$ cat src/logic/fft_pkg.sv
`default_nettype none

package fft_pkg;

    // ------------------------------
    // data widths
    // ------------------------------

    // one real or imaginary part
    localparam int DATA_W  = 16;
    // twiddles are Q1.14
    localparam int TW_FRAC = 14;

    typedef logic signed [DATA_W-1:0] part_t;

    // real part in the upper half, imaginary part in the lower half
    typedef logic [2*DATA_W-1:0] sample_t;

    // ------------------------------
    // stage controller
    // ------------------------------

    typedef enum logic [1:0] {
        IDLE,
        READ_A,
        READ_B,
        DRAIN
    } ctrl_state_t;

endpackage

`default_nettype wire

$ cat src/logic/sample_buffer.sv
`timescale 1ns/1ps
`default_nettype none

module sample_buffer #(
    parameter int LOG2N = 4
) (
    input  wire                   clk,
    input  wire                   we_i,
    input  wire [LOG2N-1:0]       wr_addr_i,
    input  wire fft_pkg::sample_t wr_data_i,
    input  wire                   rd_en_i,
    input  wire [LOG2N-1:0]       rd_addr_i,
    output fft_pkg::sample_t      rd_data_o
);
    import fft_pkg::*;

    localparam int N = 1 << LOG2N;

    sample_t mem [N];

    // load port from outside
    always_ff @(posedge clk) begin
        if (we_i) begin
            mem[wr_addr_i] <= wr_data_i;
        end
    end

    // read answers one cycle after the request
    always_ff @(posedge clk) begin
        if (rd_en_i) begin
            rd_data_o <= mem[rd_addr_i];
        end
    end

endmodule

`default_nettype wire

$ cat src/logic/result_buffer.sv
`timescale 1ns/1ps
`default_nettype none

module result_buffer #(
    parameter int LOG2N = 4
) (
    input  wire                   clk,
    input  wire                   we_i,
    input  wire [LOG2N-1:0]       wr_addr1_i,
    input  wire fft_pkg::sample_t wr_data1_i,
    input  wire [LOG2N-1:0]       wr_addr2_i,
    input  wire fft_pkg::sample_t wr_data2_i,
    input  wire [LOG2N-1:0]       rd_addr_i,
    output fft_pkg::sample_t      rd_data_o
);
    import fft_pkg::*;

    localparam int N = 1 << LOG2N;

    sample_t mem [N];

    // ------------------------------
    // write back
    // ------------------------------

    // sum and difference of one pair land together,
    // the two addresses of a pair never match
    always_ff @(posedge clk) begin
        if (we_i) begin
            mem[wr_addr1_i] <= wr_data1_i;
            mem[wr_addr2_i] <= wr_data2_i;
        end
    end

    // dump port, always reading
    always_ff @(posedge clk) begin
        rd_data_o <= mem[rd_addr_i];
    end

endmodule

`default_nettype wire

$ cat src/logic/twiddle_rom.sv
`timescale 1ns/1ps
`default_nettype none

module twiddle_rom #(
    parameter int LOG2N = 4
) (
    input  wire              clk,
    input  wire              rd_en_i,
    input  wire [LOG2N-2:0]  idx_i,
    output fft_pkg::sample_t tw_o
);
    import fft_pkg::*;

    localparam int  N      = 1 << LOG2N;
    localparam int  HALF_N = N / 2;
    localparam int  ONE_Q  = 1 << TW_FRAC;
    localparam real PI     = 3.14159265358979323846;

    typedef sample_t table_t [HALF_N];

    // W^m = cos(2*pi*m/N) - j*sin(2*pi*m/N) in Q1.14
    function automatic table_t build_table();
        table_t t;
        real    ang;
        int     re;
        int     im;
        for (int m = 0; m < HALF_N; m++) begin
            ang = 2.0 * PI * m / N;
            re  = int'($cos(ang) * ONE_Q);
            im  = int'(-$sin(ang) * ONE_Q);
            // +1.0 does not fit in Q1.14
            if (re > ONE_Q - 1) begin
                re = ONE_Q - 1;
            end
            t[m] = {part_t'(re), part_t'(im)};
        end
        return t;
    endfunction

    localparam table_t TW_TABLE = build_table();

    always_ff @(posedge clk) begin
        if (rd_en_i) begin
            tw_o <= TW_TABLE[idx_i];
        end
    end

endmodule

`default_nettype wire

$ cat src/logic/butterfly_unit.sv
`timescale 1ns/1ps
`default_nettype none

module butterfly_unit #(
    parameter int LOG2N = 4
) (
    input  wire                   clk,
    input  wire                   rst_n,
    input  wire                   en_rd_i,
    input  wire fft_pkg::sample_t data_i,
    input  wire fft_pkg::sample_t tw_i,
    input  wire [LOG2N-1:0]       adr_ptr1_i,
    input  wire [LOG2N-1:0]       adr_ptr2_i,
    output logic                  pair_done_o,
    output logic [LOG2N-1:0]      adr_ptr1_o,
    output logic [LOG2N-1:0]      adr_ptr2_o,
    output fft_pkg::sample_t      sum_o,
    output fft_pkg::sample_t      diff_o
);
    import fft_pkg::*;

    logic               rd_phase;
    logic               en_d;
    logic               phase_d;
    logic               take_a;
    logic               take_b;
    sample_t            a_q;
    sample_t            tw_q;
    logic [LOG2N-1:0]   ptr1_q;
    logic [LOG2N-1:0]   ptr2_q;
    part_t              a_re;
    part_t              a_im;
    part_t              b_re;
    part_t              b_im;
    part_t              w_re;
    part_t              w_im;
    logic signed [31:0] acc_re;
    logic signed [31:0] acc_im;
    part_t              p_re;
    part_t              p_im;

    // returning word is A or B depending on the request phase
    assign take_a = en_d && !phase_d;
    assign take_b = en_d && phase_d;

    assign a_re = a_q[2*DATA_W-1:DATA_W];
    assign a_im = a_q[DATA_W-1:0];
    assign w_re = tw_q[2*DATA_W-1:DATA_W];
    assign w_im = tw_q[DATA_W-1:0];
    // B is used straight off the buffer output
    assign b_re = data_i[2*DATA_W-1:DATA_W];
    assign b_im = data_i[DATA_W-1:0];

    // ------------------------------
    // complex product B*W
    // ------------------------------

    assign acc_re = b_re * w_re - b_im * w_im;
    assign acc_im = b_re * w_im + b_im * w_re;
    assign p_re   = part_t'(acc_re >>> TW_FRAC);
    assign p_im   = part_t'(acc_im >>> TW_FRAC);

    always_ff @(posedge clk or negedge rst_n) begin
        if (!rst_n) begin
            rd_phase    <= 1'b0;
            en_d        <= 1'b0;
            phase_d     <= 1'b0;
            pair_done_o <= 1'b0;
        end else begin
            en_d        <= en_rd_i;
            phase_d     <= rd_phase;
            pair_done_o <= take_b;
            if (en_rd_i) begin
                rd_phase <= ~rd_phase;
            end
        end
    end

    always_ff @(posedge clk) begin
        // addresses ride along from the A request
        if (en_rd_i && !rd_phase) begin
            ptr1_q <= adr_ptr1_i;
            ptr2_q <= adr_ptr2_i;
        end
        if (take_a) begin
            a_q  <= data_i;
            tw_q <= tw_i;
        end
        // sums wrap at 16 bits
        if (take_b) begin
            sum_o      <= {part_t'(a_re + p_re), part_t'(a_im + p_im)};
            diff_o     <= {part_t'(a_re - p_re), part_t'(a_im - p_im)};
            adr_ptr1_o <= ptr1_q;
            adr_ptr2_o <= ptr2_q;
        end
    end

endmodule

`default_nettype wire

$ cat src/logic/fft_stage_ctrl.sv
`timescale 1ns/1ps
`default_nettype none

module fft_stage_ctrl #(
    parameter int LOG2N = 4,
    parameter int STAGE = 1
) (
    input  wire              clk,
    input  wire              rst_n,
    input  wire              start_i,
    input  wire              pair_done_i,
    input  wire [LOG2N-1:0]  adr_ptr1_i,
    input  wire [LOG2N-1:0]  adr_ptr2_i,
    output logic             en_rd_o,
    output logic [LOG2N-1:0] rd_ptr_o,
    output logic             en_tw_o,
    output logic [LOG2N-2:0] tw_idx_o,
    output logic [LOG2N-1:0] adr_ptr1_o,
    output logic [LOG2N-1:0] adr_ptr2_o,
    output logic             en_wr_o,
    output logic [LOG2N-1:0] wr_ptr1_o,
    output logic [LOG2N-1:0] wr_ptr2_o,
    output logic             done_o
);
    import fft_pkg::*;

    localparam int N        = 1 << LOG2N;
    localparam int HALF     = 1 << STAGE;
    localparam int TW_SHIFT = LOG2N - 1 - STAGE;

    ctrl_state_t      state;
    logic [LOG2N-2:0] pair_cnt;
    logic [LOG2N-1:0] pair_ext;
    logic [LOG2N-2:0] k_off;
    logic [LOG2N-1:0] addr_a;
    logic [LOG2N-1:0] addr_b;
    logic [LOG2N-1:0] wr_cnt;
    logic             launch;

    // ------------------------------
    // pair addressing
    // ------------------------------

    // group base is g*2*half, offset k is p mod half
    assign pair_ext = {1'b0, pair_cnt};
    assign k_off    = pair_cnt & (LOG2N-1)'(HALF - 1);
    assign addr_a   = ((pair_ext >> STAGE) << (STAGE + 1)) | {1'b0, k_off};
    assign addr_b   = addr_a + LOG2N'(HALF);

    assign launch = (state == IDLE) && start_i;

    // read requests follow the state directly
    assign en_rd_o    = (state == READ_A) || (state == READ_B);
    assign rd_ptr_o   = (state == READ_B) ? addr_b : addr_a;
    assign en_tw_o    = (state == READ_A);
    // twiddle step is N / (2*half)
    assign tw_idx_o   = k_off << TW_SHIFT;
    assign adr_ptr1_o = addr_a;
    assign adr_ptr2_o = addr_b;

    // ------------------------------
    // read sequencer
    // ------------------------------

    always_ff @(posedge clk or negedge rst_n) begin
        if (!rst_n) begin
            state    <= IDLE;
            pair_cnt <= '0;
            done_o   <= 1'b0;
        end else begin
            done_o <= 1'b0;
            case (state)
                IDLE: begin
                    if (start_i) begin
                        pair_cnt <= '0;
                        state    <= READ_A;
                    end
                end
                READ_A: begin
                    state <= READ_B;
                end
                READ_B: begin
                    pair_cnt <= pair_cnt + 1'b1;
                    // last pair of the stage has all ones
                    if (&pair_cnt) begin
                        state <= DRAIN;
                    end else begin
                        state <= READ_A;
                    end
                end
                DRAIN: begin
                    if (wr_cnt == LOG2N'(N / 2)) begin
                        done_o <= 1'b1;
                        state  <= IDLE;
                    end
                end
                default: begin
                    state <= IDLE;
                end
            endcase
        end
    end

    // ------------------------------
    // write-back
    // ------------------------------

    always_ff @(posedge clk or negedge rst_n) begin
        if (!rst_n) begin
            en_wr_o <= 1'b0;
            wr_cnt  <= '0;
        end else begin
            en_wr_o <= pair_done_i;
            if (launch) begin
                wr_cnt <= '0;
            end else if (en_wr_o) begin
                wr_cnt <= wr_cnt + 1'b1;
            end
        end
    end

    // pointers of the pair that just finished
    always_ff @(posedge clk) begin
        if (pair_done_i) begin
            wr_ptr1_o <= adr_ptr1_i;
            wr_ptr2_o <= adr_ptr2_i;
        end
    end

endmodule

`default_nettype wire

$ cat src/logic/fft_stage_top.sv
`timescale 1ns/1ps
`default_nettype none

module fft_stage_top #(
    parameter int LOG2N = 4,
    parameter int STAGE = 1
) (
    input  wire                   clk,
    input  wire                   rst_n,
    input  wire                   load_we_i,
    input  wire [LOG2N-1:0]       load_addr_i,
    input  wire fft_pkg::sample_t load_data_i,
    input  wire                   start_i,
    input  wire [LOG2N-1:0]       dump_addr_i,
    output logic                  done_o,
    output fft_pkg::sample_t      dump_data_o
);
    import fft_pkg::*;

    logic             en_rd;
    logic [LOG2N-1:0] rd_ptr;
    logic             en_tw;
    logic [LOG2N-2:0] tw_idx;
    logic [LOG2N-1:0] rd_adr1;
    logic [LOG2N-1:0] rd_adr2;
    logic             pair_done;
    logic [LOG2N-1:0] bf_adr1;
    logic [LOG2N-1:0] bf_adr2;
    logic             en_wr;
    logic [LOG2N-1:0] wr_ptr1;
    logic [LOG2N-1:0] wr_ptr2;
    sample_t          rd_data;
    sample_t          tw;
    sample_t          bf_sum;
    sample_t          bf_diff;

    // ------------------------------
    // controller
    // ------------------------------

    fft_stage_ctrl #(
        .LOG2N (LOG2N),
        .STAGE (STAGE)
    ) i_ctrl (
        .clk         (clk),
        .rst_n       (rst_n),
        .start_i     (start_i),
        .pair_done_i (pair_done),
        .adr_ptr1_i  (bf_adr1),
        .adr_ptr2_i  (bf_adr2),
        .en_rd_o     (en_rd),
        .rd_ptr_o    (rd_ptr),
        .en_tw_o     (en_tw),
        .tw_idx_o    (tw_idx),
        .adr_ptr1_o  (rd_adr1),
        .adr_ptr2_o  (rd_adr2),
        .en_wr_o     (en_wr),
        .wr_ptr1_o   (wr_ptr1),
        .wr_ptr2_o   (wr_ptr2),
        .done_o      (done_o)
    );

    // ------------------------------
    // datapath
    // ------------------------------

    sample_buffer #(.LOG2N(LOG2N)) i_sample_buffer (
        .clk       (clk),
        .we_i      (load_we_i),
        .wr_addr_i (load_addr_i),
        .wr_data_i (load_data_i),
        .rd_en_i   (en_rd),
        .rd_addr_i (rd_ptr),
        .rd_data_o (rd_data)
    );

    twiddle_rom #(.LOG2N(LOG2N)) i_twiddle_rom (
        .clk     (clk),
        .rd_en_i (en_tw),
        .idx_i   (tw_idx),
        .tw_o    (tw)
    );

    butterfly_unit #(.LOG2N(LOG2N)) i_butterfly (
        .clk         (clk),
        .rst_n       (rst_n),
        .en_rd_i     (en_rd),
        .data_i      (rd_data),
        .tw_i        (tw),
        .adr_ptr1_i  (rd_adr1),
        .adr_ptr2_i  (rd_adr2),
        .pair_done_o (pair_done),
        .adr_ptr1_o  (bf_adr1),
        .adr_ptr2_o  (bf_adr2),
        .sum_o       (bf_sum),
        .diff_o      (bf_diff)
    );

    result_buffer #(.LOG2N(LOG2N)) i_result_buffer (
        .clk        (clk),
        .we_i       (en_wr),
        .wr_addr1_i (wr_ptr1),
        .wr_data1_i (bf_sum),
        .wr_addr2_i (wr_ptr2),
        .wr_data2_i (bf_diff),
        .rd_addr_i  (dump_addr_i),
        .rd_data_o  (dump_data_o)
    );

endmodule

`default_nettype wire

$ cat config.mk
export PLATFORM = sky130hd
export DESIGN_NAME = fft_stage_top
export DESIGN_NICKNAME = d
export VERILOG_FILES = /design/src/logic/fft_pkg.sv /design/src/logic/sample_buffer.sv /design/src/logic/result_buffer.sv /design/src/logic/twiddle_rom.sv /design/src/logic/butterfly_unit.sv /design/src/logic/fft_stage_ctrl.sv /design/src/logic/fft_stage_top.sv
export SDC_FILE = /design/constraint.sdc
export NUM_CORES = 2
export LEC_CHECK = 0
export BUFFER_PORTS_ARGS = -buffer_cell sky130_fd_sc_hd__buf_2
export CORE_ASPECT_RATIO = 0.7
export CORE_MARGIN = 8
export CORE_UTILIZATION = 40
export CTS_CLUSTER_DIAMETER = 120
export DETAILED_ROUTE_END_ITERATION = 16
export PLACE_DENSITY = 0.6
export RECOVER_POWER = 100
export SLEW_MARGIN = 15
export SYNTH_ARGS = -nofsm -noshare
export SYNTH_HDL_FRONTEND = slang
export SYNTH_SLANG_ARGS = --single-unit
$ cat constraint.sdc
create_clock -name clk -period 9.2 [get_ports clk]
set_clock_uncertainty 0.1 [all_clocks]
set_input_delay 1.84 -clock clk [delete_from_list [all_inputs] [get_ports clk]]
set_output_delay 1.84 -clock clk [all_outputs]
set_load 0.05 [all_outputs]
==> impl_metrics.ini <==
[die]
die_area_um2 = 173800
num_rows = 123
num_io_pins = 77
die_y_um = 351.2
core_um2 = 160100
die_w_um = 494.9
initial_core_util = 0.4012

[drt]
drt-initial-drc-count = 2691
via_per_inst = 5.059
vias = 33280
wl_met1_um = 67040
route.met3.wl_um = 9058
routed_wl_um = 140700
wl_met2_um = 62170
wl_per_cell_um = 21.39
drc = 0
antenna_left = 0
firstDrtPassIters = 6
top_layer = met5

[setup_path]
end_kind = flop
critical_path_class = flop to flop
crit_arrival_ns = 9.06
crit_required_ns = 9.56
cpPeakStageDelay_ns = 0.53
crit_slowest_cell = fa_1
worst_setup_path_start_kind = flop
cpMostUsedCell = fa_1
critPathMaxFanout = 32

[yosys]
synthArstFlopShare = 0.01256
synth_simple_gate_area_frac = 0.04659
postSynthCellCount = 4187
avgSynthCellArea_um2 = 15.34
synthFlopType = edfxtp_1
synth_top_family_by_area = adder cells
syn-cell-area_um2 = 64210
mappedNetlistNets = 4944
ys_warn_count = 0
synth_fa_ha_area_frac = 0.1804
synth_edf_count = 1147
synthXorXnorAreaFrac = 0.02019
ys_ff_latch = 1194
synth-compound-area-share = 0.02102
synth_cell_type_count = 68
ys_seq_area_frac = 0.5522
synth_mux_area_frac = 0.1323

[clock_tree]
worstSkewPairLatency_ns = 0.75
cts.sinks = 1194
cts_made_buffers = 113
clock_path_buffers = 3
clockRootBuffer = clkbuf_16
tritoncts = done
cts.clk_slew.worst_paths_ns = 0.06
htreeDepth = 3
ctsHoldBuffers = 0

[sta]
fin_crit_ns = 8.697
slew_headroom = -2.454
tns_ns = 0
hold_slack_ns = 0.3208
fmax_mhz = 115.0
hold_violations = 0
tightestPinTransition_ns = 5.181
maxSlewViolCount = 1782
min_period_over_period = 0.9453
setup_viol = 0

[grt]
first_global_vias = 34680
grt_pass1_wl_um = 216500
antenna_found_initial = 17
overflow = 0
grt_usage = 0.1631
grt_max_degree = 73

[outcome]
violations = capacitance limit, slew limit
status = complete, but fails checks

[job]
cap_violations = 50

[place]
portBuffers = 76
hpwl_um = 92880
place_inst = 6352
routabilityCongestion = 0.8630

[final_layout]
final_cells = 6578
finalCoreUtilization = 0.4452
nNetsFinal = 5109
drive_above_1_share = 0.1651
area_delta_synth_final_pct = 10.97
nFillCells = 14170

[min_path]
hold_path_class = flop to flop
-- sequential cells by signal, summed over array words and instances, names as in the netlist --
register	count
i_sample_buffer.mem	512
i_result_buffer.mem	496
i_butterfly.a_q	32
i_butterfly.diff_o	32
i_result_buffer.rd_data_o	32
i_sample_buffer.rd_data_o	32
i_butterfly.sum_o	30
i_ctrl.wr_cnt	4
i_butterfly.adr_ptr1_o	3
i_butterfly.ptr2_q	3
i_ctrl.pair_cnt	3
i_ctrl.wr_ptr1_o	3
i_butterfly.tw_q	2
i_ctrl.state	2
i_twiddle_rom.tw_o	2
i_butterfly.en_d	1
i_butterfly.pair_done_o	1
i_butterfly.phase_d	1
i_butterfly.rd_phase	1
i_ctrl.done_o	1
i_ctrl.en_wr_o	1
-- worst paths after layout --
kind	startpoint	end	slack [ns]	cells past startpoint
worst max-delay path	i_butterfly.tw_q[28]	i_butterfly.sum_o[30]	0.50	31
worst min-delay path	i_twiddle_rom.tw_o[15]	i_butterfly.tw_q[15]	0.32	0
worst max register to register	i_butterfly.tw_q[28]	i_butterfly.sum_o[30]	0.50	31
worst min register to register	i_twiddle_rom.tw_o[15]	i_butterfly.tw_q[15]	0.32	0
max in group asynchronous	rst_n	i_ctrl.pair_cnt[2]	7.00	1
min in group asynchronous	rst_n	i_ctrl.pair_cnt[1]	1.21	1
-- metrics by stage --
step | worst slack [ns] | instance area (um2)
floorplan | 0.08343 | 64220
global placement | 0.2671 | 67760
detailed placement | 0.2328 | 67760
CTS | 0.2446 | 71520
global route | -0.005615 | 71240
finish | 0.5030 | 71260
-- worst max-delay path: cells and delay by family, from the launching register on --
| kind | cells | cell delay, ns |
|---|---|---|
| buf+inv | 6 | 0.55 |
| simple gates | 3 | 0.73 |
| compound gates | 9 | 1.83 |
| flops | 1 | 0.41 |
| xor+xnor | 2 | 0.25 |
| fa+ha+maj | 11 | 4.56 |
-- final cells by class --
cell class,instances,area (um2),share of cell area
sequential,1194,35460,0.4977
multi-input combinational,2188,25830,0.3625
clock buffer,147,3067,0.04304
tap,2125,2659,0.03731
inverter,651,2449,0.03436
timing repair buffer,204,1085,0.01522
clock inverter,63,689.4,0.009675
antenna,6,15.01,0.0002107
-- synthesized netlist by cell type (37+ instances only) --
| library cell | count | share of area |
|---|---|---|
| xnor2_1 | 100 | 0.014 |
| edfxtp_1 | 1147 | 0.54 |
| nor2_1 | 61 | 0.0036 |
| ha_1 | 362 | 0.071 |
| inv_1 | 651 | 0.038 |
| xor2_1 | 48 | 0.0065 |
| mux4_2 | 314 | 0.11 |
| fa_1 | 351 | 0.11 |
| and2_1 | 37 | 0.0036 |
| nand2_1 | 452 | 0.026 |
| clkbuf_1 | 113 | 0.0066 |
| a21oi_1 | 60 | 0.0047 |
| mux2_2 | 123 | 0.022 |
-- cell families (layout without fill, tap and decap cells) --
logic type / count (synthesis) / after routing
mux: 441 / 441
simple gates: 687 / 687
other cells: 0 / 6
xor+xnor: 148 / 148
fa+ha+maj: 716 / 716
flops: 1194 / 1194
compound gates: 196 / 196
buf+inv: 805 / 1065
-- repair_timing --
action | CTS | global route
gates resized for setup | 0 | 18
buffers inserted | 0 | 10
setup endpoints to repair | 0 | 12
-- cells in the final DEF, fill, tap and decap left out, types with 10 or more instances in the layout --
| master | instances |
|---|---|
| a21o_1 | 23 |
| a21oi_1 | 56 |
| and2_1 | 34 |
| buf_4 | 73 |
| bufinv_16 | 10 |
| clkbuf_1 | 143 |
| clkbuf_16 | 114 |
| clkinv_1 | 24 |
| clkinv_2 | 14 |
| dfrtp_1 | 13 |
| dfxtp_1 | 32 |
| edfxtp_1 | 1147 |
| fa_1 | 350 |
| ha_1 | 361 |
| inv_1 | 647 |
| mux2_2 | 123 |
| mux4_2 | 314 |
| nand2_1 | 451 |
| nand2b_1 | 25 |
| nand3_1 | 22 |
| nor2_1 | 55 |
| nor2b_1 | 29 |
| nor3_1 | 16 |
| o21ai_0 | 26 |
| o21bai_1 | 14 |
| xnor2_1 | 100 |
| xor2_1 | 48 |
-- per-layer routing --
layer,global-route usage,vias up
li1,-,15200
met5,0,-
met2,0.2499,775
met3,0.03805,179
met1,0.2399,17110
met4,0.03176,12
Power is left out: the tool's default activity adds up to more than one toggle a clock period on the data nets, which glitch-free logic cannot reach.
